**src/mem_pkg.sv**
```systemverilog
`default_nettype none

package mem_pkg;

    localparam int DATA_W = 32;
    localparam int ADDR_W = 32;
    localparam int OP_W   = 6;

    // MIPS primary opcodes for loads and stores
    localparam logic [OP_W-1:0] OP_LB  = 6'b100000;
    localparam logic [OP_W-1:0] OP_LH  = 6'b100001;
    localparam logic [OP_W-1:0] OP_LW  = 6'b100011;
    localparam logic [OP_W-1:0] OP_LBU = 6'b100100;
    localparam logic [OP_W-1:0] OP_LHU = 6'b100101;
    localparam logic [OP_W-1:0] OP_SB  = 6'b101000;
    localparam logic [OP_W-1:0] OP_SH  = 6'b101001;
    localparam logic [OP_W-1:0] OP_SW  = 6'b101011;

    // local data memory, 1 KiB
    localparam int SRAM_DEPTH = 256;
    localparam int SRAM_AW    = 8;

    localparam logic [ADDR_W-1:0] TIMER_ADDR = 32'hbfaf_fff0; // cycle counter word

endpackage

`default_nettype wire

```
**src/io_timer.sv**
```systemverilog
`timescale 1ns/100ps
`default_nettype none

module io_timer
    import mem_pkg::*;
(
    input  wire                 clk,
    input  wire                 rst,
    input  wire                 io_sel,
    input  wire  [3:0]          wen,
    input  wire  [DATA_W-1:0]   wdata,
    input  wire  [DATA_W-1:0]   sram_rdata,
    output logic [DATA_W-1:0]   bus_rdata
);

    logic [DATA_W-1:0] count;

    // free-running, SW to the timer word reloads it
    always_ff @(posedge clk) begin
        if (rst)
            count <= '0;
        else if (io_sel && wen == 4'b1111)
            count <= wdata;
        else
            count <= count + 1'b1;
    end

    assign bus_rdata = io_sel ? count : sram_rdata;

endmodule

`default_nettype wire

```
**config.mk**
```make
export PLATFORM = sky130hd
export DESIGN_NAME = io_timer
export DESIGN_NICKNAME = d
export VERILOG_FILES = /design/src/mem_pkg.sv /design/src/io_timer.sv
export SDC_FILE = /design/constraint.sdc
export NUM_CORES = 1
export LEC_CHECK = 0
export BUFFER_PORTS_ARGS = -buffer_cell sky130_fd_sc_hd__buf_2
export CAP_MARGIN = 10
export CORE_ASPECT_RATIO = 2
export CORE_MARGIN = 2
export CORE_UTILIZATION = 35
export DETAILED_ROUTE_END_ITERATION = 10
export GPL_TIMING_DRIVEN = 0
export PLACE_DENSITY = 0.6
export SLEW_MARGIN = 20
export SYNTH_ARGS = -nofsm -noshare
export SYNTH_HDL_FRONTEND = slang
export SYNTH_SLANG_ARGS = --single-unit
```
**constraint.sdc**
```tcl
create_clock -name clk -period 3.36 [get_ports clk]
set_input_delay 1.008 -clock clk [delete_from_list [all_inputs] [get_ports clk]]
set_output_delay 1.008 -clock clk [all_outputs]
set_load 0.01 [all_outputs]
```
==> impl_metrics.toml <==
[clocking]
htreeDepth = 2
cts_tree = "built"
root_buffer = "clkbuf_16"
path_clk_slew_ns = 0.05
cts.sinks = 32
worstSkewPairLatency_ns = 0.27
cts_max_path_buffers = 2
cts_buffers = 5
hold_buffers = 0

[status]
status = "completed"

[placement]
dp_hpwl_um = 4800
io_buffers = 101
gp_congestion = 0.782
post_dp_cell_area_sq_um = 2740

[cells_and_area]
synthToLayoutAreaGrowth_pct = 33.5
final_util_pct = 47.9
most-common-layout-cells = "buf_2, nor2_1, mux2_2, dfxtp_1, a211oi_1"
top_register = "count"
reg_top3 = "count (32)"
postLayoutCellArea_sq_um = 2880
fin_nets = 418
layout_commonest_cell = "buf_2"
regArea_sq_um = 641
fillers = 628
drive_gt1_share_pct = 45.1
largest_reg_flops = 32
multiInputGateArea_sq_um = 1410
diodes = 0

[floorplanning]
fp.dieH_um = 115
num_io_pins = 103
row_count = 40
start_util_pct = 35.9
coreArea_sq_um = 6010
die_x_um = 59.5
dieArea_sq_um = 6840

[detailed_routing]
postRouteAntennaNets = 0
vias = 2145
drc_errors = 0
drt-met1-wl_um = 2210
met3_length_um = 228
drtIter0Drc = 48
wl_um = 6060
topRoutingLayerUsed = "met4"
wl_met2_um = 3520
wl_per_cell_um = 14.8
dr.pass1.iters = 4
viasPerCell = 5.24

[pwr]
seqPwrFrac_pct = 41.0
pwr-share-clk_pct = 41.7
power.internal_mw = 0.765
leakagePower_nw = 1.34
p_comb_share_pct = 17.3
swShare_pct = 24.9
power.switching_mw = 0.253
powerDensity_nw_per_um2 = 354
power_mw = 1.02
ir_drop_v = 0.000182

[logic_synthesis]
synthDistinctLibCells = 31
syn_inst = 238
synth_nets = 310
synth_edf_count = 0
yosys_warnings = 0
ys.flop_type = "dfxtp_1"
async_flop_share_pct = 0
synthTopCellsByArea = "dfxtp_1, mux2_2, a211oi_1, xor2_1, nor2_1"
ys_seq_area_share_pct = 29.7
yosys.area.top_type = "dfxtp_1"
syn_area_per_cell_sq_um = 9.06
syn-cell-area_sq_um = 2160
synth-seq-cells = 32
synth_top_area_share_pct = 29.7

[timing]
period_needed_ns = 3.19
slew_headroom_pct = 54.3
fmax_ghz = 0.313
setup_viol = 0
tightest_slew_ns = 0.680
min_period_over_period_pct = 95.1
finalSetupTns_ns = 0
skew_ns = 0.00223
finalMaxSlewViolations = 0
whs_ns = 0.558
rsz0062_at_grt = "no"
hold_viol = 0

[global_route]
first_global_vias = 2093
grt_start_max_net_pins = 11
overflow = 0
grt_pass1_wl_um = 9350
grt_use_total_pct = 17.9
antenna_found_initial = 0

[worst_setup_path]
start_kind = "input port"
r2r_cells = 6
crit_required_ns = 2.35
reg2reg_slack_ns = 1.23
r2r-end = "count[24]"
cp_max_fo = 10
cp.arrival_ns = 2.19
critPathKind = "in2out"
crit_end = "bus_rdata[9]"
end_kind = "output port"
regToRegStartpoint = "count[0]"
cp-startpoint = "io_sel"

[run]
drv_cap = 0

[hold_path]
holdCritPathClass = "reg2reg"
[metal layers]
metal / up-vias / GRT usage [%]
met5: - / 0
met1: 991 / 17.5
met3: 8 / 2.02
li1: 1078 / -
met2: 68 / 35.5
met4: 0 / 7.11
[cell type report]
cell class | instances | area share, %
Inverter | 2 | 0.261
Buffer | 14 | 3.61
Sequential cell | 32 | 22.3
Timing Repair Buffer | 101 | 17.6
Multi-Input combinational cell | 190 | 48.9
Clock inverter | 1 | 0.174
Clock buffer | 6 | 4.48
Tap cell | 63 | 2.74
[critical path, cell delays in order]
cell and delay (ns):
clkbuf_1 0.31, clkbuf_2 0.35, mux2_2 0.38, buf_2 0.14
[worst min path at each step]
stage | from | endpoint | cells after the start | slack [ns]
after floorplan | count[0] | count[0] | 1 | 0.48
after global placement | count[0] | count[0] | 1 | 0.56
after detailed placement | count[0] | count[0] | 1 | 0.56
after global routing | count[0] | count[0] | 1 | 0.60
after CTS | count[0] | count[0] | 1 | 0.57
final | count[0] | count[0] | 1 | 0.56
[cells in the mapped netlist (4+ instances only)]
cell      number
nor2_1        35
dfxtp_1       32
mux2_2        32
a211oi_1      25
xor2_1        18
and3_1        11
nand2_1       11
nand3_1       10
nand4_1       10
clkbuf_1       9
xnor2_1        9
a21oi_1        4
clkbuf_8       4
[repair_timing]
action                                 4_1_cts  5_1_grt
endpoints found under the hold margin        0        0
buffers inserted                             0        0
resized for setup                            2        2
setup endpoints to repair                   12       10
cloned                                       0        0
[metrics by stage]
stage	setup slack, ns	cells
after CTS	0.0314	409
after detailed placement	-0.0155	402
after global routing	0.113	409
after global placement	-0.0237	402
after floorplan	0.392	238
final	0.166	409
[cells by family after synthesis]
logic type,synth area share [%]
muxes,18.1
adders and majority gates,0.580
AOI/OAI and AO/OA,11.5
and+or+nand+nor,24.1
buffers and inverters,4.99
DFF,29.7
xor gates and xnor gates,11.0
[power groups by stage]
stage | logic, mW | registers (mW) | clock network (mW)
2_1_floorplan | 0.100 | 0.419 | 0
6_report | 0.176 | 0.418 | 0.424
4_1_cts | 0.179 | 0.417 | 0.434
3_5_place_dp | 0.178 | 0.425 | 0
5_1_grt | 0.193 | 0.421 | 0.445
3_3_place_gp | 0.176 | 0.425 | 0
No activity file was read; power rests on OpenSTA's default activity.
