## config.mk

```make
export PLATFORM = sky130hd
export DESIGN_NAME = mem_wb_reg
export DESIGN_NICKNAME = d
export VERILOG_FILES = /design/src/except_pkg.sv /design/src/mem_pkg.sv /design/src/mem_wb_reg.sv
export SDC_FILE = /design/constraint.sdc
export NUM_CORES = 1
export LEC_CHECK = 0
export BUFFER_PORTS_ARGS = -buffer_cell sky130_fd_sc_hd__buf_2
export CAP_MARGIN = 0
export CORE_UTILIZATION = 25
export DETAILED_ROUTE_END_ITERATION = 10
export GPL_TIMING_DRIVEN = 0
export PLACE_DENSITY = 0.57
export SETUP_SLACK_MARGIN = 0.15
export SYNTH_ARGS = -nofsm -noshare
export SYNTH_HDL_FRONTEND = slang
export SYNTH_SLANG_ARGS = --single-unit
```

## constraint.sdc

```tcl
create_clock -name clk -period 1.8 [get_ports clk]
set_input_delay 0.27 -clock clk [delete_from_list [all_inputs] [get_ports clk]]
set_output_delay 0.27 -clock clk [all_outputs]
set_load 0.05 [all_outputs]
```

## src/except_pkg.sv

```systemverilog
`default_nettype none

package except_pkg;

    localparam int EXCEPT_W = 9;

    // raised in the memory stage
    localparam int EXC_ADES = 0;
    localparam int EXC_ADEL = 1;

    // carried from earlier stages, passed through
    localparam int EXC_ADEF = 2;
    localparam int EXC_RI   = 3;
    localparam int EXC_OV   = 4;
    localparam int EXC_SYS  = 5;
    localparam int EXC_BP   = 6;
    localparam int EXC_INT  = 7;
    localparam int EXC_ERET = 8;

endpackage

`default_nettype wire

```

## src/mem_pkg.sv

```systemverilog
`default_nettype none

package mem_pkg;

    localparam int DATA_W = 32;
    localparam int ADDR_W = 32;
    localparam int OP_W   = 6;

    // MIPS primary opcodes for loads and stores
    localparam logic [OP_W-1:0] OP_LB  = 6'b100000;
    localparam logic [OP_W-1:0] OP_LH  = 6'b100001;
    localparam logic [OP_W-1:0] OP_LW  = 6'b100011;
    localparam logic [OP_W-1:0] OP_LBU = 6'b100100;
    localparam logic [OP_W-1:0] OP_LHU = 6'b100101;
    localparam logic [OP_W-1:0] OP_SB  = 6'b101000;
    localparam logic [OP_W-1:0] OP_SH  = 6'b101001;
    localparam logic [OP_W-1:0] OP_SW  = 6'b101011;

    // local data memory, 1 KiB
    localparam int SRAM_DEPTH = 256;
    localparam int SRAM_AW    = 8;

    localparam logic [ADDR_W-1:0] TIMER_ADDR = 32'hbfaf_fff0; // cycle counter word

endpackage

`default_nettype wire

```

## src/mem_wb_reg.sv

```systemverilog
`timescale 1ns/100ps
`default_nettype none

module mem_wb_reg
    import mem_pkg::*;
    import except_pkg::*;
(
    input  wire                 clk,
    input  wire                 rst,
    input  wire                 stall,
    input  wire                 mem_en,
    input  wire  [DATA_W-1:0]   mem_rdata,
    input  wire  [EXCEPT_W-1:0] except_in,
    output logic                wb_valid,
    output logic [DATA_W-1:0]   wb_rdata,
    output logic [EXCEPT_W-1:0] wb_except
);

    always_ff @(posedge clk) begin
        if (rst) begin
            wb_valid  <= 1'b0;
            wb_rdata  <= '0;
            wb_except <= '0;
        end else if (!stall) begin
            wb_valid  <= mem_en;
            wb_except <= except_in;
            // no data from a faulting access
            wb_rdata  <= (|except_in) ? '0 : mem_rdata;
        end
    end

endmodule

`default_nettype wire

```

==> results of run 1 <==
[how the worst max path moves through the flow]
stage,startpoint,end,slack [ns]
2_1_floorplan,except_in[2],wb_rdata[0],0.68
3_3_place_gp,except_in[2],wb_rdata[17],0.31
3_5_place_dp,except_in[2],wb_rdata[2],0.32
4_1_cts,wb_except[0],wb_except[0],0.60
5_1_grt,wb_valid,wb_valid,0.57
6_report,wb_except[8],wb_except[8],0.62
[cell type report]
type | count | area share, %
plain buffers | 10 | 3.30
multi-input cells | 57 | 22.9
repair buffers | 86 | 21.9
clock buffers | 6 | 4.19
well taps | 70 | 4.45
flip-flops and latches | 42 | 42.7
clock inverters | 2 | 0.635
[logic make-up (layout without fill, tap and decap cells)]
kind of cell | count (synthesis) | count (layout) | share of synthesized area, %
buffers and inverters | 10 | 104 | 4.80
flip-flops | 42 | 42 | 62.0
multiplexers | 10 | 10 | 7.38
AO/OA/AOI/OAI | 32 | 32 | 20.7
AND/OR/NAND/NOR | 15 | 15 | 5.17
[layout by cell type, fill, tap and decap left out]
cell type and instances:
dfxtp_1 42, a22o_1 32, buf_6 3, clkbuf_1 5, and4b_1 1, buf_4 1
buf_2 87, mux2i_1 10, nor2b_1 1, clkbuf_8 6, nor4_1 2, clkinvlp_4 1
clkinv_2 1, nor2_1 11
[power by group]
part           total (uW)  internal, uW  switching (uW)
logic                 159          61.5            97.2
clock network         627           308             319
registers             948           942            6.73
total                1730          1310             423
[sequential cells by signal, indices dropped and copies added, names as in the netlist]
| register | flops |
|---|---|
| wb_valid | 1 |
| wb_except | 9 |
| wb_rdata | 32 |
[metrics by stage]
step	setup WS (ns)	power (uW)	std cells	hold WS [ns]	area, um2
floorplan	0.675	1060	109	0.403	1360
global placement	0.314	1130	265	0.450	1870
detailed placement	0.322	1130	265	0.452	1870
CTS	0.603	1770	273	0.178	1970
global route	0.570	1820	273	0.174	1970
finish	0.625	1730	273	0.193	1970
[per-layer routing]
layer,up-vias,share of wire [%],wire length (um)
li1,587,-,-
met5,-,0,0
met3,7,9.8,313
met2,60,40,1280
met4,0,2.0,64
met1,521,48,1550
==> impl_metrics.json, run 1 <==
{
  "status": "complete, no violations",
  "worstHoldPathType": "in -> reg",
  "start_util_pct": 26.2,
  "rr_startpoint": "wb_except[8]",
  "area_growth_pct": 45.2,
  "regArea_um2": 841,
  "synthArstFlopShare_pct": 0,
  "detail-route-antenna-nets": 0,
  "syn-cell-area_um2": 1360,
  "fmax_mhz": 851,
  "worstHoldStart": "mem_rdata[0]",
  "path_cells": "buf_2",
  "slowest_stage": "dfxtp_1",
  "arrival_ns": 0.91,
  "hold_depth": 2,
  "grt_pass1_wl_um": 4450,
  "cts_buffer_depth": 2,
  "dr.pass1.iters": 4,
  "die_area_um2": 5720,
  "clock_skew_ns": 0,
  "yosysUniqueCellTypes": 11,
  "avgSynthCellArea_um2": 12.4,
  "finalSetupViolations": 0,
  "met3_usage_pct": 4.76,
  "portBuffers": 86,
  "cp-end-kind": "primary output",
  "dominantRegCellSynth": "dfxtp_1",
  "grt.met1_usage_pct": 13.0,
  "clk_pin_slew_ns": 0.08,
  "critPathMaxFanout": 2,
  "yosysMostFrequentCell": "dfxtp_1",
  "cts_resized": 0,
  "min_period_over_period_pct": 65.3,
  "rr_endpoint": "wb_except[8]",
  "worstSkewPairLatency_ns": 0.29,
  "nNetsFinal": 247,
  "p_leak_uw": 0.00101,
  "cts-root-buf": "clkbuf_8",
  "num_vias": 1175,
  "critPathLaunchType": "flop",
  "r2r_setup_slack_ns": 1.17,
  "htreeDepth": 2,
  "antenna_cells": 0,
  "p_per_area_nw_per_um2": 881,
  "num_rows": 26,
  "yosys.area.top_type_share_pct": 62.0,
  "use_met2_pct": 15.5,
  "ys_ff_latch": 42,
  "grt_pass1_vias": 914,
  "synthTopCellsByCount": "dfxtp_1 (42), a22o_1 (32), nor2_1 (11), mux2i_1 (10), clkbuf_1 (5)",
  "rsz0062_at_grt": "no",
  "path_class": "reg -> out",
  "peakVddDrop_v": 0.000317,
  "gp_congestion": 0.618,
  "min_to": "wb_rdata[0]",
  "yosysWarnings": 0,
  "hpwlAfterDp_um": 2300,
  "report.final.hold_viol_count": 0,
  "routed_wl_um": 3210,
  "setup_tns_ns": 0,
  "pin_count": 87,
  "reg2regPathDepth": 2,
  "synth_top_area_cell": "dfxtp_1",
  "drt-initial-drc-count": 20,
  "syn_inst": 109,
  "path_depth": 1,
  "slew_viol_final": 0,
  "finalWorstPathRequiredPeriod_ns": 1.18,
  "track_usage_pct": 10.6,
  "fill_cells": 503,
  "cts_setup_buffers": 0,
  "synth_edf_count": 0,
  "top_usage_layer": "met2",
  "cts_made_buffers": 5,
  "syn_nets": 154,
  "fin_util_pct": 38.1,
  "wl_per_cell_um": 11.8,
  "cpPeakStageDelay_ns": 0.35,
  "viasPerCell": 4.30,
  "yosysSeqAreaShare_pct": 62.0,
  "drc": 0,
  "max-slew-margin-rel_pct": 70.2,
  "crit_buf_inv": 1,
  "cts_sinks": 42,
  "grt.overflow.total": 0,
  "yosys-top-cells-area": "dfxtp_1 (62%), a22o_1 (21%), mux2i_1 (7.4%)",
  "grt_max_degree": 14,
  "worst-slew-pin-transition_ns": 0.447,
  "holdBufCountCts": 0,
  "cp.required_ns": 1.53,
  "die_y_um": 75.7,
  "multi_input_area_um2": 450,
  "antenna_found_initial": 0,
  "tritoncts": "done",
  "drv_cap": 0,
  "die_x_um": 75.7,
  "core_um2": 5170,
  "layout-drive-gt1-share_pct": 48.8,
  "critPathTopFamily": "flip-flops"
}
No activity file was read; power rests on OpenSTA's default activity.
==> inputs of run 2 (changes only) <==
- ABC_AREA: not set -> 1
- PLACE_DENSITY: 0.57 -> 0.56
- clock period: 1.8 -> 1 ns (I/O delays scaled with it)
==> run 2 against run 1 <==
Effect of this change: design area grew 52%; first-iteration DRC count grew 80%; clock power grew 66%; utilization grew 8.9 points; sequential power grew 95%; synthesized cell count grew 79%; register-to-register slack lost 0.96 ns; sequential share of layout area shrank 13 points; sequential cell count is the same; via count grew 48%; largest power group unchanged.
==> impl_metrics.json, run 2 <==
{
  "cts_buffer_depth": 2,
  "peakVddDrop_v": 0.000567,
  "p_switching_uw": 1220,
  "layout_commonest_cell": "buf_2",
  "max-slew-margin-rel_pct": 74.7,
  "nNetsFinal": 339,
  "slowest_stage": "dfxtp_2",
  "holdBufCountCts": 0,
  "hpwlAfterDp_um": 3270,
  "dpl_cell_area_um2": 2230,
  "min_period_over_period_pct": 94.3,
  "portBuffers": 86,
  "start_util_pct": 25.9,
  "syn_nets": 240,
  "fmax_mhz": 1060,
  "power.internal_uw": 2640,
  "grt_pass1_wl_um": 7800,
  "yosysWarnings": 0,
  "synth_edf_count": 0,
  "worstHoldPathType": "in -> reg",
  "p_per_area_nw_per_um2": 1290,
  "p_leak_uw": 0.00118,
  "synth_top_area_cell": "dfxtp_1",
  "antenna_found_initial": 0,
  "num_vias": 1736,
  "yosysSeqAreaShare_pct": 50.8,
  "cts_sinks": 42,
  "avgSynthCellArea_um2": 8.48,
  "p_sw_share_pct": 31.6,
  "cts_made_buffers": 5,
  "dr.pass1.iters": 4,
  "routed_wl_um": 5170,
  "cp.required_ns": 0.85,
  "cp-end-kind": "primary output",
  "track_usage_pct": 14.0,
  "setup_slack_ns": 0.0567,
  "synthArstFlopShare_pct": 0,
  "finalSetupViolations": 0,
  "drc": 0,
  "grt_pass1_vias": 1649,
  "core_um2": 6390,
  "grt.overflow.total": 0,
  "synthTopCellsByCount": "dfxtp_1 (42), a21oi_1 (32), nand3_1 (24), o21ai_0 (23), nor2_1 (22)",
  "p_seq_share_pct": 48.0,
  "detail-route-antenna-nets": 0,
  "finalWorstPathRequiredPeriod_ns": 0.943,
  "syn-cell-area_um2": 1650,
  "critPathMaxFanout": 2,
  "arrival_ns": 0.79,
  "clock_skew_ns": 0,
  "dominantRegCellSynth": "dfxtp_1",
  "area_growth_pct": 81.2,
  "viasPerCell": 4.68,
  "largest_reg_flops": 32,
  "layout_common_cells": "buf_2 (47), dfxtp_2 (42), buf_8 (31)",
  "reg.largest.list": "wb_rdata (32), wb_except (9), wb_valid (1)",
  "clk_pin_slew_ns": 0.08,
  "stdcell_area_um2": 3000,
  "pin_count": 87,
  "num_rows": 29,
  "syn_inst": 195,
  "critPathLaunchType": "flop",
  "ys_ff_latch": 42,
  "cts-root-buf": "clkbuf_8",
  "yosys-top-cells-area": "dfxtp_1 (51%), a21oi_1 (9.7%), nand3_1 (7.3%)",
  "yosysMostFrequentCell": "dfxtp_1",
  "critPathTopFamily": "flip-flops",
  "status": "complete, no violations",
  "rsz0062_at_grt": "yes",
  "yosys.area.top_type_share_pct": 50.8,
  "slew_viol_final": 0,
  "path_cells": "buf_8",
  "grt_max_degree": 12,
  "die_area_um2": 6950,
  "pre_cts_ws_ns": -0.244,
  "combPwrFrac_pct": 24.9,
  "worstSkewPairLatency_ns": 0.29,
  "drt-initial-drc-count": 36,
  "yosysUniqueCellTypes": 18,
  "htreeDepth": 2,
  "antenna_cells": 0,
  "die_x_um": 83.3,
  "tritoncts": "done",
  "wl_per_cell_um": 13.9,
  "layout-drive-gt1-share_pct": 68.7,
  "die_y_um": 83.3,
  "cpPeakStageDelay_ns": 0.36,
  "path_class": "reg -> out",
  "gp_congestion": 0.665,
  "drv_cap": 0,
  "report.final.hold_viol_count": 0,
  "pwr-share-clk_pct": 27.0,
  "crit_buf_inv": 1,
  "top_register": "wb_rdata",
  "worst-slew-pin-transition_ns": 0.379
}
## run 2: cell types whose count changed after synthesis, sizes merged, moves of 4 or more
cell	previous run	this run
a21oi	0	32
clkbuf	5	9
nor2	11	23
o21ai	0	42
buf	5	10
a22o	32	0
mux2i	10	0
nand3	0	32
## run 2: metrics by stage
stage | TNS, ns | utilization [%] | power (uW) | cells | hold slack (ns)
floorplan | 0 | - | 2360 | 195 | 0.284
global placement | -7.02 | 35.0 | 2600 | 358 | 0.395
detailed placement | -6.98 | 35.0 | 2600 | 358 | 0.407
CTS | 0 | 41.3 | 3830 | 367 | 0.0862
global route | 0 | 46.9 | 4060 | 371 | 0.0908
finish | 0 | 46.9 | 3860 | 371 | 0.0980
## run 2: power by group through the flow
| stage | Sequential [uW] | Clock [uW] | Combinational, uW |
|---|---|---|---|
| final | 1850 | 1040 | 962 |
| after global routing | 1860 | 1180 | 1020 |
| after global placement | 1860 | 0 | 741 |
| after detailed placement | 1860 | 0 | 742 |
| after CTS | 1850 | 1110 | 874 |
| after floorplan | 2180 | 0 | 186 |
## run 2: cells by family (layout without fill, tap and decap cells)
group / count (synthesis) / after routing / share of synthesized area (%)
AOI/OAI and AO/OA: 74 / 74 / 22.4
and+or+nand+nor: 58 / 58 / 20.0
DFF: 42 / 42 / 50.8
buffers and inverters: 21 / 120 / 6.73
## run 2: repair_timing
| item | 4_1_cts | 5_1_grt |
|---|---|---|
| pin swaps | 0 | 19 |
| endpoints found under the setup margin | 70 | 80 |
| cloned | 0 | 2 |
| setup buffers | 2 | 2 |
| gates resized for setup | 100 | 75 |
## run 2: final timing paths
kind | depth (start not counted) | slack [ns] | start | to
worst min register to register | 2 | 0.50 | wb_except[0] | wb_except[0]
worst max-delay path | 1 | 0.06 | wb_rdata[30] | wb_rdata[30]
worst min-delay path | 3 | 0.1 | except_in[0] | wb_except[0]
worst max register to register | 3 | 0.21 | wb_rdata[3] | wb_rdata[3]
## run 2: layout make-up
cell class | instances | area, um2
fill | 631 | 3390
multi-input combinational | 132 | 910
sequential | 42 | 893
timing repair buffer | 92 | 885
buffer | 19 | 130
tap | 77 | 96.3
clock buffer | 7 | 76.3
inverter | 2 | 7.51
## run 2: metal layers
metal	wire, um	part of all wire (%)	global-route usage [%]	up-vias
met4	29	0.56	3.29	0
met3	278	5.4	4.37	4
met5	0	0	0	-
met1	2360	46	18.3	803
li1	-	-	-	875
met2	2510	48	22.5	54
