==> config.mk <==
export PLATFORM = sky130hd
export DESIGN_NAME = mem_access
export DESIGN_NICKNAME = d
export VERILOG_FILES = /design/src/except_pkg.sv /design/src/mem_pkg.sv /design/src/mem_access.sv
export SDC_FILE = /design/constraint.sdc
export NUM_CORES = 1
export LEC_CHECK = 0
export BUFFER_PORTS_ARGS = -buffer_cell sky130_fd_sc_hd__clkbuf_2
export CORE_ASPECT_RATIO = 0.5
export CORE_MARGIN = 4
export CORE_UTILIZATION = 33
export DETAILED_ROUTE_END_ITERATION = 8
export PLACE_DENSITY = 0.85
export SYNTH_ARGS = -nofsm -noshare
export SYNTH_HDL_FRONTEND = slang
export SYNTH_SLANG_ARGS = --single-unit
==> constraint.sdc <==
create_clock -name vclk -period 2.5
set_input_delay 0.5 -clock vclk [all_inputs]
set_output_delay 0.5 -clock vclk [all_outputs]
set_load 0.03 [all_outputs]
==> src/except_pkg.sv <==
`default_nettype none

package except_pkg;

    localparam int EXCEPT_W = 9;

    // raised in the memory stage
    localparam int EXC_ADES = 0;
    localparam int EXC_ADEL = 1;

    // carried from earlier stages, passed through
    localparam int EXC_ADEF = 2;
    localparam int EXC_RI   = 3;
    localparam int EXC_OV   = 4;
    localparam int EXC_SYS  = 5;
    localparam int EXC_BP   = 6;
    localparam int EXC_INT  = 7;
    localparam int EXC_ERET = 8;

endpackage

`default_nettype wire

==> src/mem_pkg.sv <==
`default_nettype none

package mem_pkg;

    localparam int DATA_W = 32;
    localparam int ADDR_W = 32;
    localparam int OP_W   = 6;

    // MIPS primary opcodes for loads and stores
    localparam logic [OP_W-1:0] OP_LB  = 6'b100000;
    localparam logic [OP_W-1:0] OP_LH  = 6'b100001;
    localparam logic [OP_W-1:0] OP_LW  = 6'b100011;
    localparam logic [OP_W-1:0] OP_LBU = 6'b100100;
    localparam logic [OP_W-1:0] OP_LHU = 6'b100101;
    localparam logic [OP_W-1:0] OP_SB  = 6'b101000;
    localparam logic [OP_W-1:0] OP_SH  = 6'b101001;
    localparam logic [OP_W-1:0] OP_SW  = 6'b101011;

    // local data memory, 1 KiB
    localparam int SRAM_DEPTH = 256;
    localparam int SRAM_AW    = 8;

    localparam logic [ADDR_W-1:0] TIMER_ADDR = 32'hbfaf_fff0; // cycle counter word

endpackage

`default_nettype wire

==> src/mem_access.sv <==
`timescale 1ns/100ps
`default_nettype none

module mem_access
    import mem_pkg::*;
    import except_pkg::*;
(
    input  wire  [OP_W-1:0]     op,
    input  wire                 mem_en,
    input  wire  [ADDR_W-1:0]   mem_addr,
    input  wire  [DATA_W-1:0]   mem_wdata,
    input  wire  [EXCEPT_W-1:0] except_in,
    input  wire  [DATA_W-1:0]   bus_rdata,
    output logic [DATA_W-1:0]   mem_rdata,
    output logic [EXCEPT_W-1:0] except_out,
    output logic                sram_en,
    output logic [3:0]          sram_wen,
    output logic [ADDR_W-1:0]   sram_addr,
    output logic [DATA_W-1:0]   sram_wdata,
    output logic                io_sel
);

    logic        adel;
    logic        ades;
    logic        fault;
    logic [3:0]  lanes;     // byte lanes before enable gating
    logic [7:0]  byte_lane;
    logic [15:0] half_lane;

    assign byte_lane = bus_rdata[{mem_addr[1:0], 3'b000} +: 8];
    assign half_lane = mem_addr[1] ? bus_rdata[31:16] : bus_rdata[15:0];

    always_comb begin
        adel       = 1'b0;
        ades       = 1'b0;
        lanes      = 4'b0000;
        mem_rdata  = '0;
        sram_wdata = '0;
        case (op)
            OP_LW: begin
                if (mem_addr[1:0] != 2'b00)
                    adel = 1'b1;
                else
                    mem_rdata = bus_rdata;
            end
            OP_LH: begin
                if (mem_addr[0])
                    adel = 1'b1;
                else
                    mem_rdata = {{16{half_lane[15]}}, half_lane};
            end
            OP_LHU: begin
                if (mem_addr[0])
                    adel = 1'b1;
                else
                    mem_rdata = {16'h0000, half_lane};
            end
            OP_LB:  mem_rdata = {{24{byte_lane[7]}}, byte_lane};
            OP_LBU: mem_rdata = {24'h00_0000, byte_lane};
            OP_SW: begin
                if (mem_addr[1:0] != 2'b00) begin
                    ades = 1'b1;
                end else begin
                    sram_wdata = mem_wdata;
                    lanes      = 4'b1111;
                end
            end
            OP_SH: begin
                if (mem_addr[0]) begin
                    ades = 1'b1;
                end else begin
                    sram_wdata = {2{mem_wdata[15:0]}};
                    lanes      = mem_addr[1] ? 4'b1100 : 4'b0011;
                end
            end
            OP_SB: begin
                sram_wdata = {4{mem_wdata[7:0]}};
                lanes      = 4'b0001 << mem_addr[1:0];
            end
            default: ;
        endcase
    end

    // bits 8:2 pass through, the two address errors land in 1:0
    always_comb begin
        except_out           = except_in;
        except_out[EXC_ADEL] = adel;
        except_out[EXC_ADES] = ades;
    end

    assign fault  = |except_out;
    assign io_sel = (mem_addr == TIMER_ADDR);

    // the timer word never reaches the memory
    assign sram_en   = mem_en && !fault && !io_sel;
    assign sram_addr = mem_addr;

    // lanes not masked by io_sel, the timer takes them on io_sel
    assign sram_wen = (mem_en && !fault) ? lanes : 4'b0000;

endmodule

`default_nettype wire

==> flow_metrics.env, run 1 <==
export IMPL_die_w_um=108.6
export IMPL_via_per_inst=5.404
export IMPL_crit_path_top_delay_cell="a2111oi_2"
export IMPL_final_max_slew_viol_count=0
export IMPL_hold_path_depth=2
export IMPL_synth_commonest_cells="44 x buf_4, 24 x a21o_1, 22 x a221o_1"
export IMPL_first_pass_iters=4
export IMPL_synth_top_cells_by_area="buf_4 20%, a221o_1 13%, a21o_1 11%, mux4_2 6.7%, and3_1 5.6%"
export IMPL_syn_nets=323
export IMPL_post_drt_wl_per_cell_um=16.58
export IMPL_required_ns=2.00
export IMPL_end_kind="output pin"
export IMPL_die_height_um=58.31
export IMPL_nNetsFinal=511
export IMPL_fin_area_um2=2711
export IMPL_fin_util_pct=58.47
export IMPL_io_buffer_count=221
export IMPL_core_um2=4637
export IMPL_worst_path_most_repeated_cell="clkbuf_2"
export IMPL_crit_type="in2out"
export IMPL_grt_pass1_vias=2359
export IMPL_start_util_pct=36.02
export IMPL_ctsHoldBuffers=0
export IMPL_status="completed"
export IMPL_grt_overflow=0
export IMPL_ys_warnings_count=0
export IMPL_setup_ws_ns=0.07510
export IMPL_hpwl_um=6675
export IMPL_crit_start="op[5]"
export IMPL_avgSynthCellArea_um2=7.916
export IMPL_worstPathArrival_ns=1.92
export IMPL_grt_max_degree=17
export IMPL_seq_cell_count=0
export IMPL_worstMarginPinSlew_ns=0.3444
export IMPL_setup_violations=0
export IMPL_seq_area_um2=0
export IMPL_fill_cells=458
export IMPL_ys_seq_area_share_pct=0
export IMPL_crit_chain="clkbuf_2 > nor3b_4 > buf_4 > nand4_1 > nand4bb_1 > a2111oi_2 > clkbuf_2"
export IMPL_hold_class="in2out"
export IMPL_p_per_area_nw_per_um2=141.5
export IMPL_peakVddDrop_uv=100.0
export IMPL_ant_nets=0
export IMPL_die_area_um2=6333
export IMPL_maxCapViolCount=0
export IMPL_rows=17
export IMPL_tns_ns=0
export IMPL_drive_above_1_share_pct=67.51
export IMPL_critPathMaxStageDelay_ns=0.34
export IMPL_clkbuf_count=0
export IMPL_vias=2502
export IMPL_yosysMostFrequentCell="buf_4"
export IMPL_period_share_pct=97.00
export IMPL_grt_pass1_wl_um=11430
export IMPL_ioPinCount=223
export IMPL_antenna_found_initial=0
export IMPL_areaGrowthSynthToFinish_pct=62.32
export IMPL_wirelength_um=7678
export IMPL_drtIter0Drc=205
export IMPL_finalHoldViolCount=0
export IMPL_start_kind="input pin"
export IMPL_p_leak_nw=1.741
export IMPL_netlist_area_um2=1670
export IMPL_synth_area_leader_cell="buf_4"
export IMPL_netlist_instances=211
export IMPL_synth_top_area_share_pct=19.78
export IMPL_slew_limit_headroom_pct=76.99
export IMPL_hold_start="except_in[7]"
export IMPL_grt_usage_pct=21.67
export IMPL_cp_max_fo=8
export IMPL_post_route_drc_count=0
export IMPL_fmax_mhz=412.4
export IMPL_period_minus_slack_ns=2.425
export IMPL_synth_cell_types=42
export IMPL_dp_worst_setup_slack_ns=-0.1998
export IMPL_multi_input_area_um2=1321
export IMPL_place_congestion=0.9552
export IMPL_placed_cell_area_um2=2650
export IMPL_diodes=0
export IMPL_whs_ns=1.258
-- final timing paths --
kind             to  slack (ns)
max     sram_wen[0]        0.08
min   except_out[7]        1.26
-- area by class of cell --
cell class	count	area share, %
Inverter	1	0.1384
Multi-Input combinational cell	154	48.73
Tap cell	66	3.046
Timing Repair Buffer	242	48.08
-- cell usage in the layout (no fill, tap or decap), types with 2 or more instances in the layout --
cell type / synthesis / final
clkbuf_2: 1 / 218
a21o_1: 24 / 24
a221o_1: 22 / 22
buf_4: 44 / 19
and3_1: 15 / 14
nand2_1: 10 / 10
a22o_1: 8 / 8
nand4_1: 8 / 8
and2_1: 8 / 8
nor2_1: 8 / 6
mux2_2: 5 / 5
mux4_2: 5 / 5
nor3_1: 4 / 4
nor2_4: 0 / 3
o21ai_1: 3 / 3
nor4_1: 3 / 3
buf_12: 0 / 3
nor2b_1: 2 / 2
nand4bb_1: 2 / 2
nor3b_4: 2 / 2
nor4b_2: 0 / 2
a32oi_1: 2 / 2
xor2_1: 2 / 2
a21oi_1: 2 / 2
buf_2: 8 / 2
-- cells by family after synthesis --
group / synth area share, %
xor gates and xnor gates: 1.049
AOI/OAI and AO/OA: 32.28
muxes: 12.28
and+or+nand+nor: 30.11
buffers and inverters: 24.27
-- power by group --
| part | internal [mW] | switching (mW) |
|---|---|---|
| clock network | 0 | 0 |
| registers | 0 | 0 |
| logic | 0.155 | 0.228 |
-- critical path: cells and delay by family --
kind	cells	cell delay, ns
compound gates	1	0.34
simple gates	3	0.56
buf+inv	3	0.53
-- metrics by stage --
| stage | power, mW | instances |
|---|---|---|
| 2_1_floorplan | 0.2332 | 211 |
| 4_1_cts | 0.3765 | 462 |
| 3_3_place_gp | 0.3673 | 462 |
| 5_1_grt | 0.4094 | 463 |
| 6_report | 0.3838 | 463 |
| 3_5_place_dp | 0.3744 | 462 |
-- routing by layer --
metal	global-route usage [%]	vias up	share of wire, %
li1	-	1175	-
met1	27.45	1198	38
met2	41.62	114	54
met3	1.533	15	6.1
met4	3.058	0	1.3
met5	0	-	0
-- repair_timing --
action	in CTS	in global routing
pin swaps	0	1
setup endpoints to repair	30	60
endpoints found under the hold margin	0	0
buffers inserted	0	1
resized for setup	4	11
Power figures use the tool's default switching activity.
==> run 2, diff against run 1 <==
==> constraint.sdc (replaced) <==
create_clock -name vclk -period 2.5
set_input_delay 0.75 -clock vclk [all_inputs]
set_output_delay 0.75 -clock vclk [all_outputs]
set_load 0.03 [all_outputs]
==> flow_metrics.env, run 2 <==
export IMPL_status="aborted with a tool error"
export IMPL_lastStage="5_1_grt"
export IMPL_error="[ERROR DPL-0038] Utilization greater than 100%, impossible to legalize"
export IMPL_synth_top_cells_by_area="buf_4 20%, a221o_1 13%, a21o_1 11%, mux4_2 6.7%, and3_1 5.6%"
export IMPL_synth_commonest_cells="44 x buf_4, 24 x a21o_1, 22 x a221o_1"
export IMPL_ys_warnings_count=0
export IMPL_io_buffer_count=221
export IMPL_netlist_instances=211
export IMPL_grt_max_degree=17
export IMPL_syn_nets=323
export IMPL_die_height_um=58.31
export IMPL_synth_top_area_share_pct=19.78
export IMPL_netlist_area_um2=1670
export IMPL_die_w_um=108.6
export IMPL_crit_endpoint="sram_wdata[30]"
export IMPL_ys_seq_area_share_pct=0
export IMPL_rows=17
export IMPL_place_congestion=0.9402
export IMPL_yosysMostFrequentCell="buf_4"
export IMPL_worst_path_end_type="output port"
export IMPL_start_util_pct=36.02
export IMPL_synth_area_leader_cell="buf_4"
export IMPL_avgSynthCellArea_um2=7.916
export IMPL_synth_cell_types=42
export IMPL_ioPinCount=223
export IMPL_hpwl_um=7533
==> run 2: cell counts after synthesis <==
No cell type changed its count.
==> run 2: what timing repair did <==
| item | CTS |
|---|---|
| setup endpoints to repair | 72 |
| setup buffers | 11 |
| hold endpoints to repair | 0 |
| resized for setup | 197 |
| pin swaps | 17 |
| hold buffers | 0 |
| gates cloned | 2 |
==> run 2: metrics by stage <==
stage               std cells  setup WS (ns)  hold slack [ns]  instance area (µm²)
floorplan                 211        -0.1392            1.632                 2024
global placement          506        -0.6458            1.759                 3274
detailed placement        506        -0.7125            1.762                 3274
CTS                       517        -0.3844            1.762                 4268
==> run 2: cell families after synthesis <==
| kind of cell | synth area share [%] |
|---|---|
| xor gates and xnor gates | 1.049 |
| AOI/OAI and AO/OA | 32.28 |
| buffers and inverters | 24.27 |
| and+or+nand+nor | 30.11 |
| muxes | 12.28 |
==> run 3, diff against run 2 <==
--- a/config.mk
+++ b/config.mk
@@ -6,11 +6,10 @@
 export NUM_CORES = 1
 export LEC_CHECK = 0
 export BUFFER_PORTS_ARGS = -buffer_cell sky130_fd_sc_hd__clkbuf_2
-export CORE_ASPECT_RATIO = 0.5
-export CORE_MARGIN = 4
-export CORE_UTILIZATION = 33
+export CORE_AREA = 4 4 83 85
 export DETAILED_ROUTE_END_ITERATION = 8
-export PLACE_DENSITY = 0.85
+export DIE_AREA = 0 0 87 89
+export PLACE_DENSITY_LB_ADDON = 0.15
 export SYNTH_ARGS = -nofsm -noshare
 export SYNTH_HDL_FRONTEND = slang
 export SYNTH_SLANG_ARGS = --single-unit
==> flow_metrics.env, run 3 (synthesis results as in run 1) <==
export IMPL_seq_area_um2=0
export IMPL_first_pass_iters=4
export IMPL_finalHoldViolCount=0
export IMPL_dp_worst_setup_slack_ns=-0.7372
export IMPL_crit_chain="clkbuf_16 > mux2_4 > a22oi_2 > nor3b_4 > buf_6 > clkbuf_16 > a21o_4 > buf_8"
export IMPL_path_depth=8
export IMPL_hpwl_um=6841
export IMPL_worst_path_most_repeated_cell="clkbuf_16"
export IMPL_end_kind="output pin"
export IMPL_cp_max_fo=6
export IMPL_p_per_area_nw_per_um2=116.8
export IMPL_rows=29
export IMPL_worstPathArrival_ns=2.09
export IMPL_post_drt_wl_per_cell_um=18.14
export IMPL_grt_usage_pct=20.84
export IMPL_seq_cell_count=0
export IMPL_final_cells=528
export IMPL_hold_class="in2out"
export IMPL_rsz0062_at_grt="yes"
export IMPL_cp_num_buf_inv=4
export IMPL_hold_start="mem_addr[22]"
export IMPL_final_cell_mix="141 x clkbuf_2, 72 x buf_8, 45 x buf_4, 24 x a21o_4, 24 x buf_6"
export IMPL_crit_end="mem_rdata[27]"
export IMPL_worstMarginPinSlew_ns=0.2840
export IMPL_die_w_um=87
export IMPL_antenna_found_initial=0
export IMPL_drtIter0Drc=72
export IMPL_maxCapViolCount=0
export IMPL_drive_above_1_share_pct=92.46
export IMPL_place_congestion=0.8826
export IMPL_crit_type="in2out"
export IMPL_path_delay_family="buffers and inverters"
export IMPL_core_um2=6205
export IMPL_finalPower_uw=538.8
export IMPL_dp_cells=500
export IMPL_setup_violations=72
export IMPL_period_share_pct=113.7
export IMPL_setup_ws_ns=-0.3432
export IMPL_ant_nets=0
export IMPL_tns_ns=-20.55
export IMPL_die_height_um=89
export IMPL_start_util_pct=26.92
export IMPL_grt_overflow=0
export IMPL_hold_path_depth=2
export IMPL_required_ns=1.75
export IMPL_slew_limit_headroom_pct=81.07
export IMPL_ioPinCount=223
export IMPL_diodes=0
export IMPL_critPathMaxStageDelay_ns=0.32
export IMPL_peakVddDrop_uv=122.9
export IMPL_post_route_drc_count=0
export IMPL_vias=2730
export IMPL_via_per_inst=5.170
export IMPL_whs_ns=1.755
export IMPL_nNetsFinal=565
export IMPL_start_kind="input pin"
export IMPL_placed_cell_area_um2=3161
export IMPL_grt_max_degree=17
export IMPL_fin_util_pct=74.33
export IMPL_violations="negative setup slack"
export IMPL_fin_area_um2=4612
export IMPL_p_leak_nw=2.308
export IMPL_status="complete, but fails checks"
export IMPL_grt_pass1_wl_um=13310
export IMPL_die_area_um2=7743
export IMPL_period_minus_slack_ns=2.843
export IMPL_clkbuf_count=0
export IMPL_final_max_slew_viol_count=0
export IMPL_areaGrowthSynthToFinish_pct=176.1
export IMPL_io_buffer_count=221
export IMPL_wirelength_um=9580
export IMPL_fmax_mhz=351.7
export IMPL_final_common_cell="clkbuf_2"
export IMPL_grt_pass1_vias=2747
export IMPL_crit_path_top_delay_cell="mux2_4"
export IMPL_crit_start="mem_addr[1]"
[run 3: what timing repair did]
item / 4_1_cts / 5_1_grt
gates resized for setup: 205 / 113
hold buffers: 0 / 0
buffers inserted: 15 / 12
gates cloned: 1 / 1
endpoints found under the setup margin: 72 / 72
pin swaps: 44 / 43
[run 3: final cells by class]
cell class	count	area, µm²
fillers	426	1593
well taps	77	96.34
multi-input cells	155	1873
repair buffers	295	2639
inverters	1	3.754
[run 3: worst min path at each step]
stage	to	slack [ns]
finish	sram_addr[22]	1.75
global route	sram_addr[30]	1.76
CTS	sram_addr[30]	1.76
detailed placement	sram_addr[30]	1.76
global placement	sram_addr[30]	1.75
floorplan	except_out[2]	1.63
[run 3: per-layer routing]
metal  track usage [%]  share of wire [%]  vias to the layer above
li1                  -                  -                     1286
met1             24.23                 35                     1267
met2             41.13                 56                      159
met3             1.935                7.8                       18
met4             4.108                1.9                        0
met5                 0                  0                        -
[run 3: where the power goes]
group          internal [mW]  switching [mW]
Clock                      0               0
Sequential                 0               0
Combinational          0.262           0.277
Total                  0.262           0.277
==> run 4, diff against run 3 <==
--- a/config.mk
+++ b/config.mk
@@ -5,7 +5,7 @@
 export SDC_FILE = /design/constraint.sdc
 export NUM_CORES = 1
 export LEC_CHECK = 0
-export BUFFER_PORTS_ARGS = -buffer_cell sky130_fd_sc_hd__clkbuf_2
+export BUFFER_PORTS_ARGS = -buffer_cell sky130_fd_sc_hd__buf_2
 export CORE_AREA = 4 4 83 85
 export DETAILED_ROUTE_END_ITERATION = 8
 export DIE_AREA = 0 0 87 89
==> flow_metrics.env, run 4 (synthesis results as in run 1) <==
export IMPL_areaGrowthSynthToFinish_pct=154.5
export IMPL_setup_ws_ns=-0.3473
export IMPL_place_congestion=0.8484
export IMPL_placed_cell_area_um2=3176
export IMPL_required_ns=1.75
export IMPL_setup_violations=72
export IMPL_hold_class="in2out"
export IMPL_seq_cell_count=0
export IMPL_slew_limit_headroom_pct=82.01
export IMPL_grt_pass1_vias=2658
export IMPL_p_leak_nw=2.168
export IMPL_final_cell_mix="139 x buf_2, 93 x buf_6, 44 x buf_4, 22 x a221o_2, 22 x a21o_4"
export IMPL_grt_max_degree=17
export IMPL_crit_end="mem_rdata[11]"
export IMPL_post_drt_wl_per_cell_um=16.95
export IMPL_via_per_inst=5.110
export IMPL_diodes=0
export IMPL_worstPathArrival_ns=2.10
export IMPL_start_util_pct=26.92
export IMPL_ant_nets=0
export IMPL_die_height_um=89
export IMPL_p_per_area_nw_per_um2=122.5
export IMPL_crit_type="in2out"
export IMPL_post_route_drc_count=0
export IMPL_dp_worst_setup_slack_ns=-0.7234
export IMPL_finalHoldViolCount=0
export IMPL_first_pass_iters=5
export IMPL_grt_overflow=0
export IMPL_antenna_found_initial=0
export IMPL_die_area_um2=7743
export IMPL_fmax_mhz=351.2
export IMPL_period_minus_slack_ns=2.847
export IMPL_grt_usage_pct=19.75
export IMPL_ctsHoldBuffers=0
export IMPL_crit_start="mem_addr[1]"
export IMPL_clkbuf_count=0
export IMPL_core_um2=6205
export IMPL_nNetsFinal=557
export IMPL_die_w_um=87
export IMPL_cp_max_fo=6
export IMPL_start_kind="input pin"
export IMPL_violations="negative setup slack"
export IMPL_drive_above_1_share_pct=92.10
export IMPL_drtIter0Drc=68
export IMPL_hpwl_um=6806
export IMPL_status="complete, but fails checks"
export IMPL_grt_pass1_wl_um=12740
export IMPL_worstMarginPinSlew_ns=0.2673
export IMPL_ioPinCount=223
export IMPL_rows=29
export IMPL_wirelength_um=8816
export IMPL_seq_area_um2=0
export IMPL_end_kind="output pin"
export IMPL_peakVddDrop_uv=130.6
export IMPL_io_buffer_count=221
export IMPL_fin_area_um2=4250
export IMPL_rsz0062_at_grt="yes"
export IMPL_final_max_slew_viol_count=0
export IMPL_final_common_cell="buf_2"
export IMPL_vias=2657
export IMPL_maxCapViolCount=0
export IMPL_period_share_pct=113.9
[run 4: worst min path at each step]
stage          depth (start not counted)  slack [ns]       endpoint          from
3_3_place_gp                           2        1.76  sram_addr[30]  mem_addr[30]
4_1_cts                                2        1.75  sram_addr[20]  mem_addr[20]
6_report                               2        1.76  sram_addr[20]  mem_addr[20]
2_1_floorplan                          1        1.63  except_out[2]  except_in[2]
3_5_place_dp                           2        1.76  sram_addr[21]  mem_addr[21]
5_1_grt                                2        1.77  sram_addr[20]  mem_addr[20]
[run 4: area by class of cell]
type	count	area (µm²)
inverter	1	3.754
timing repair buffer	287	2268
multi-input combinational	155	1882
tap	77	96.34
fill	491	1954
[run 4: worst max-delay path, cell delays in order]
cell     delay (ns)
buf_8          0.10
mux2_4         0.30
buf_6          0.12
mux2i_4        0.17
nor3_4         0.07
buf_6          0.13
a221o_2        0.30
buf_6          0.14
[run 4: repair_timing]
| action | 4_1_cts | 5_1_grt |
|---|---|---|
| setup buffers | 16 | 4 |
| setup endpoints to repair | 72 | 72 |
| cloned | 0 | 1 |
| pin swaps | 22 | 13 |
| resized for setup | 225 | 21 |
[run 4: power by group]
part / internal [mW] / total [mW] / leakage, nW / switching [mW]
Sequential: 0 / 0 / 0 / 0
Combinational: 0.250 / 0.521 / 2.17 / 0.271
Clock: 0 / 0 / 0 / 0
[run 4: layer usage]
layer | routed length, µm | global-route usage (%)
met1 | 3201 | 23.30
met2 | 4855 | 39.13
met3 | 697 | 1.935
met4 | 62 | 2.550
met5 | 0 | 0
[run 4: metrics by stage]
step                utilization [%]  hold WS (ns)  total power, mW  cells  setup TNS, ns
floorplan                         -         1.632           0.2595    211         -2.862
global placement              51.18         1.761           0.4219    502         -36.58
detailed placement            51.18         1.762           0.4257    502         -38.33
CTS                           66.00         1.746           0.5038    516         -17.87
global route                  68.50         1.768           0.5516    520         -22.16
finish                        68.50         1.755           0.5209    520         -18.08
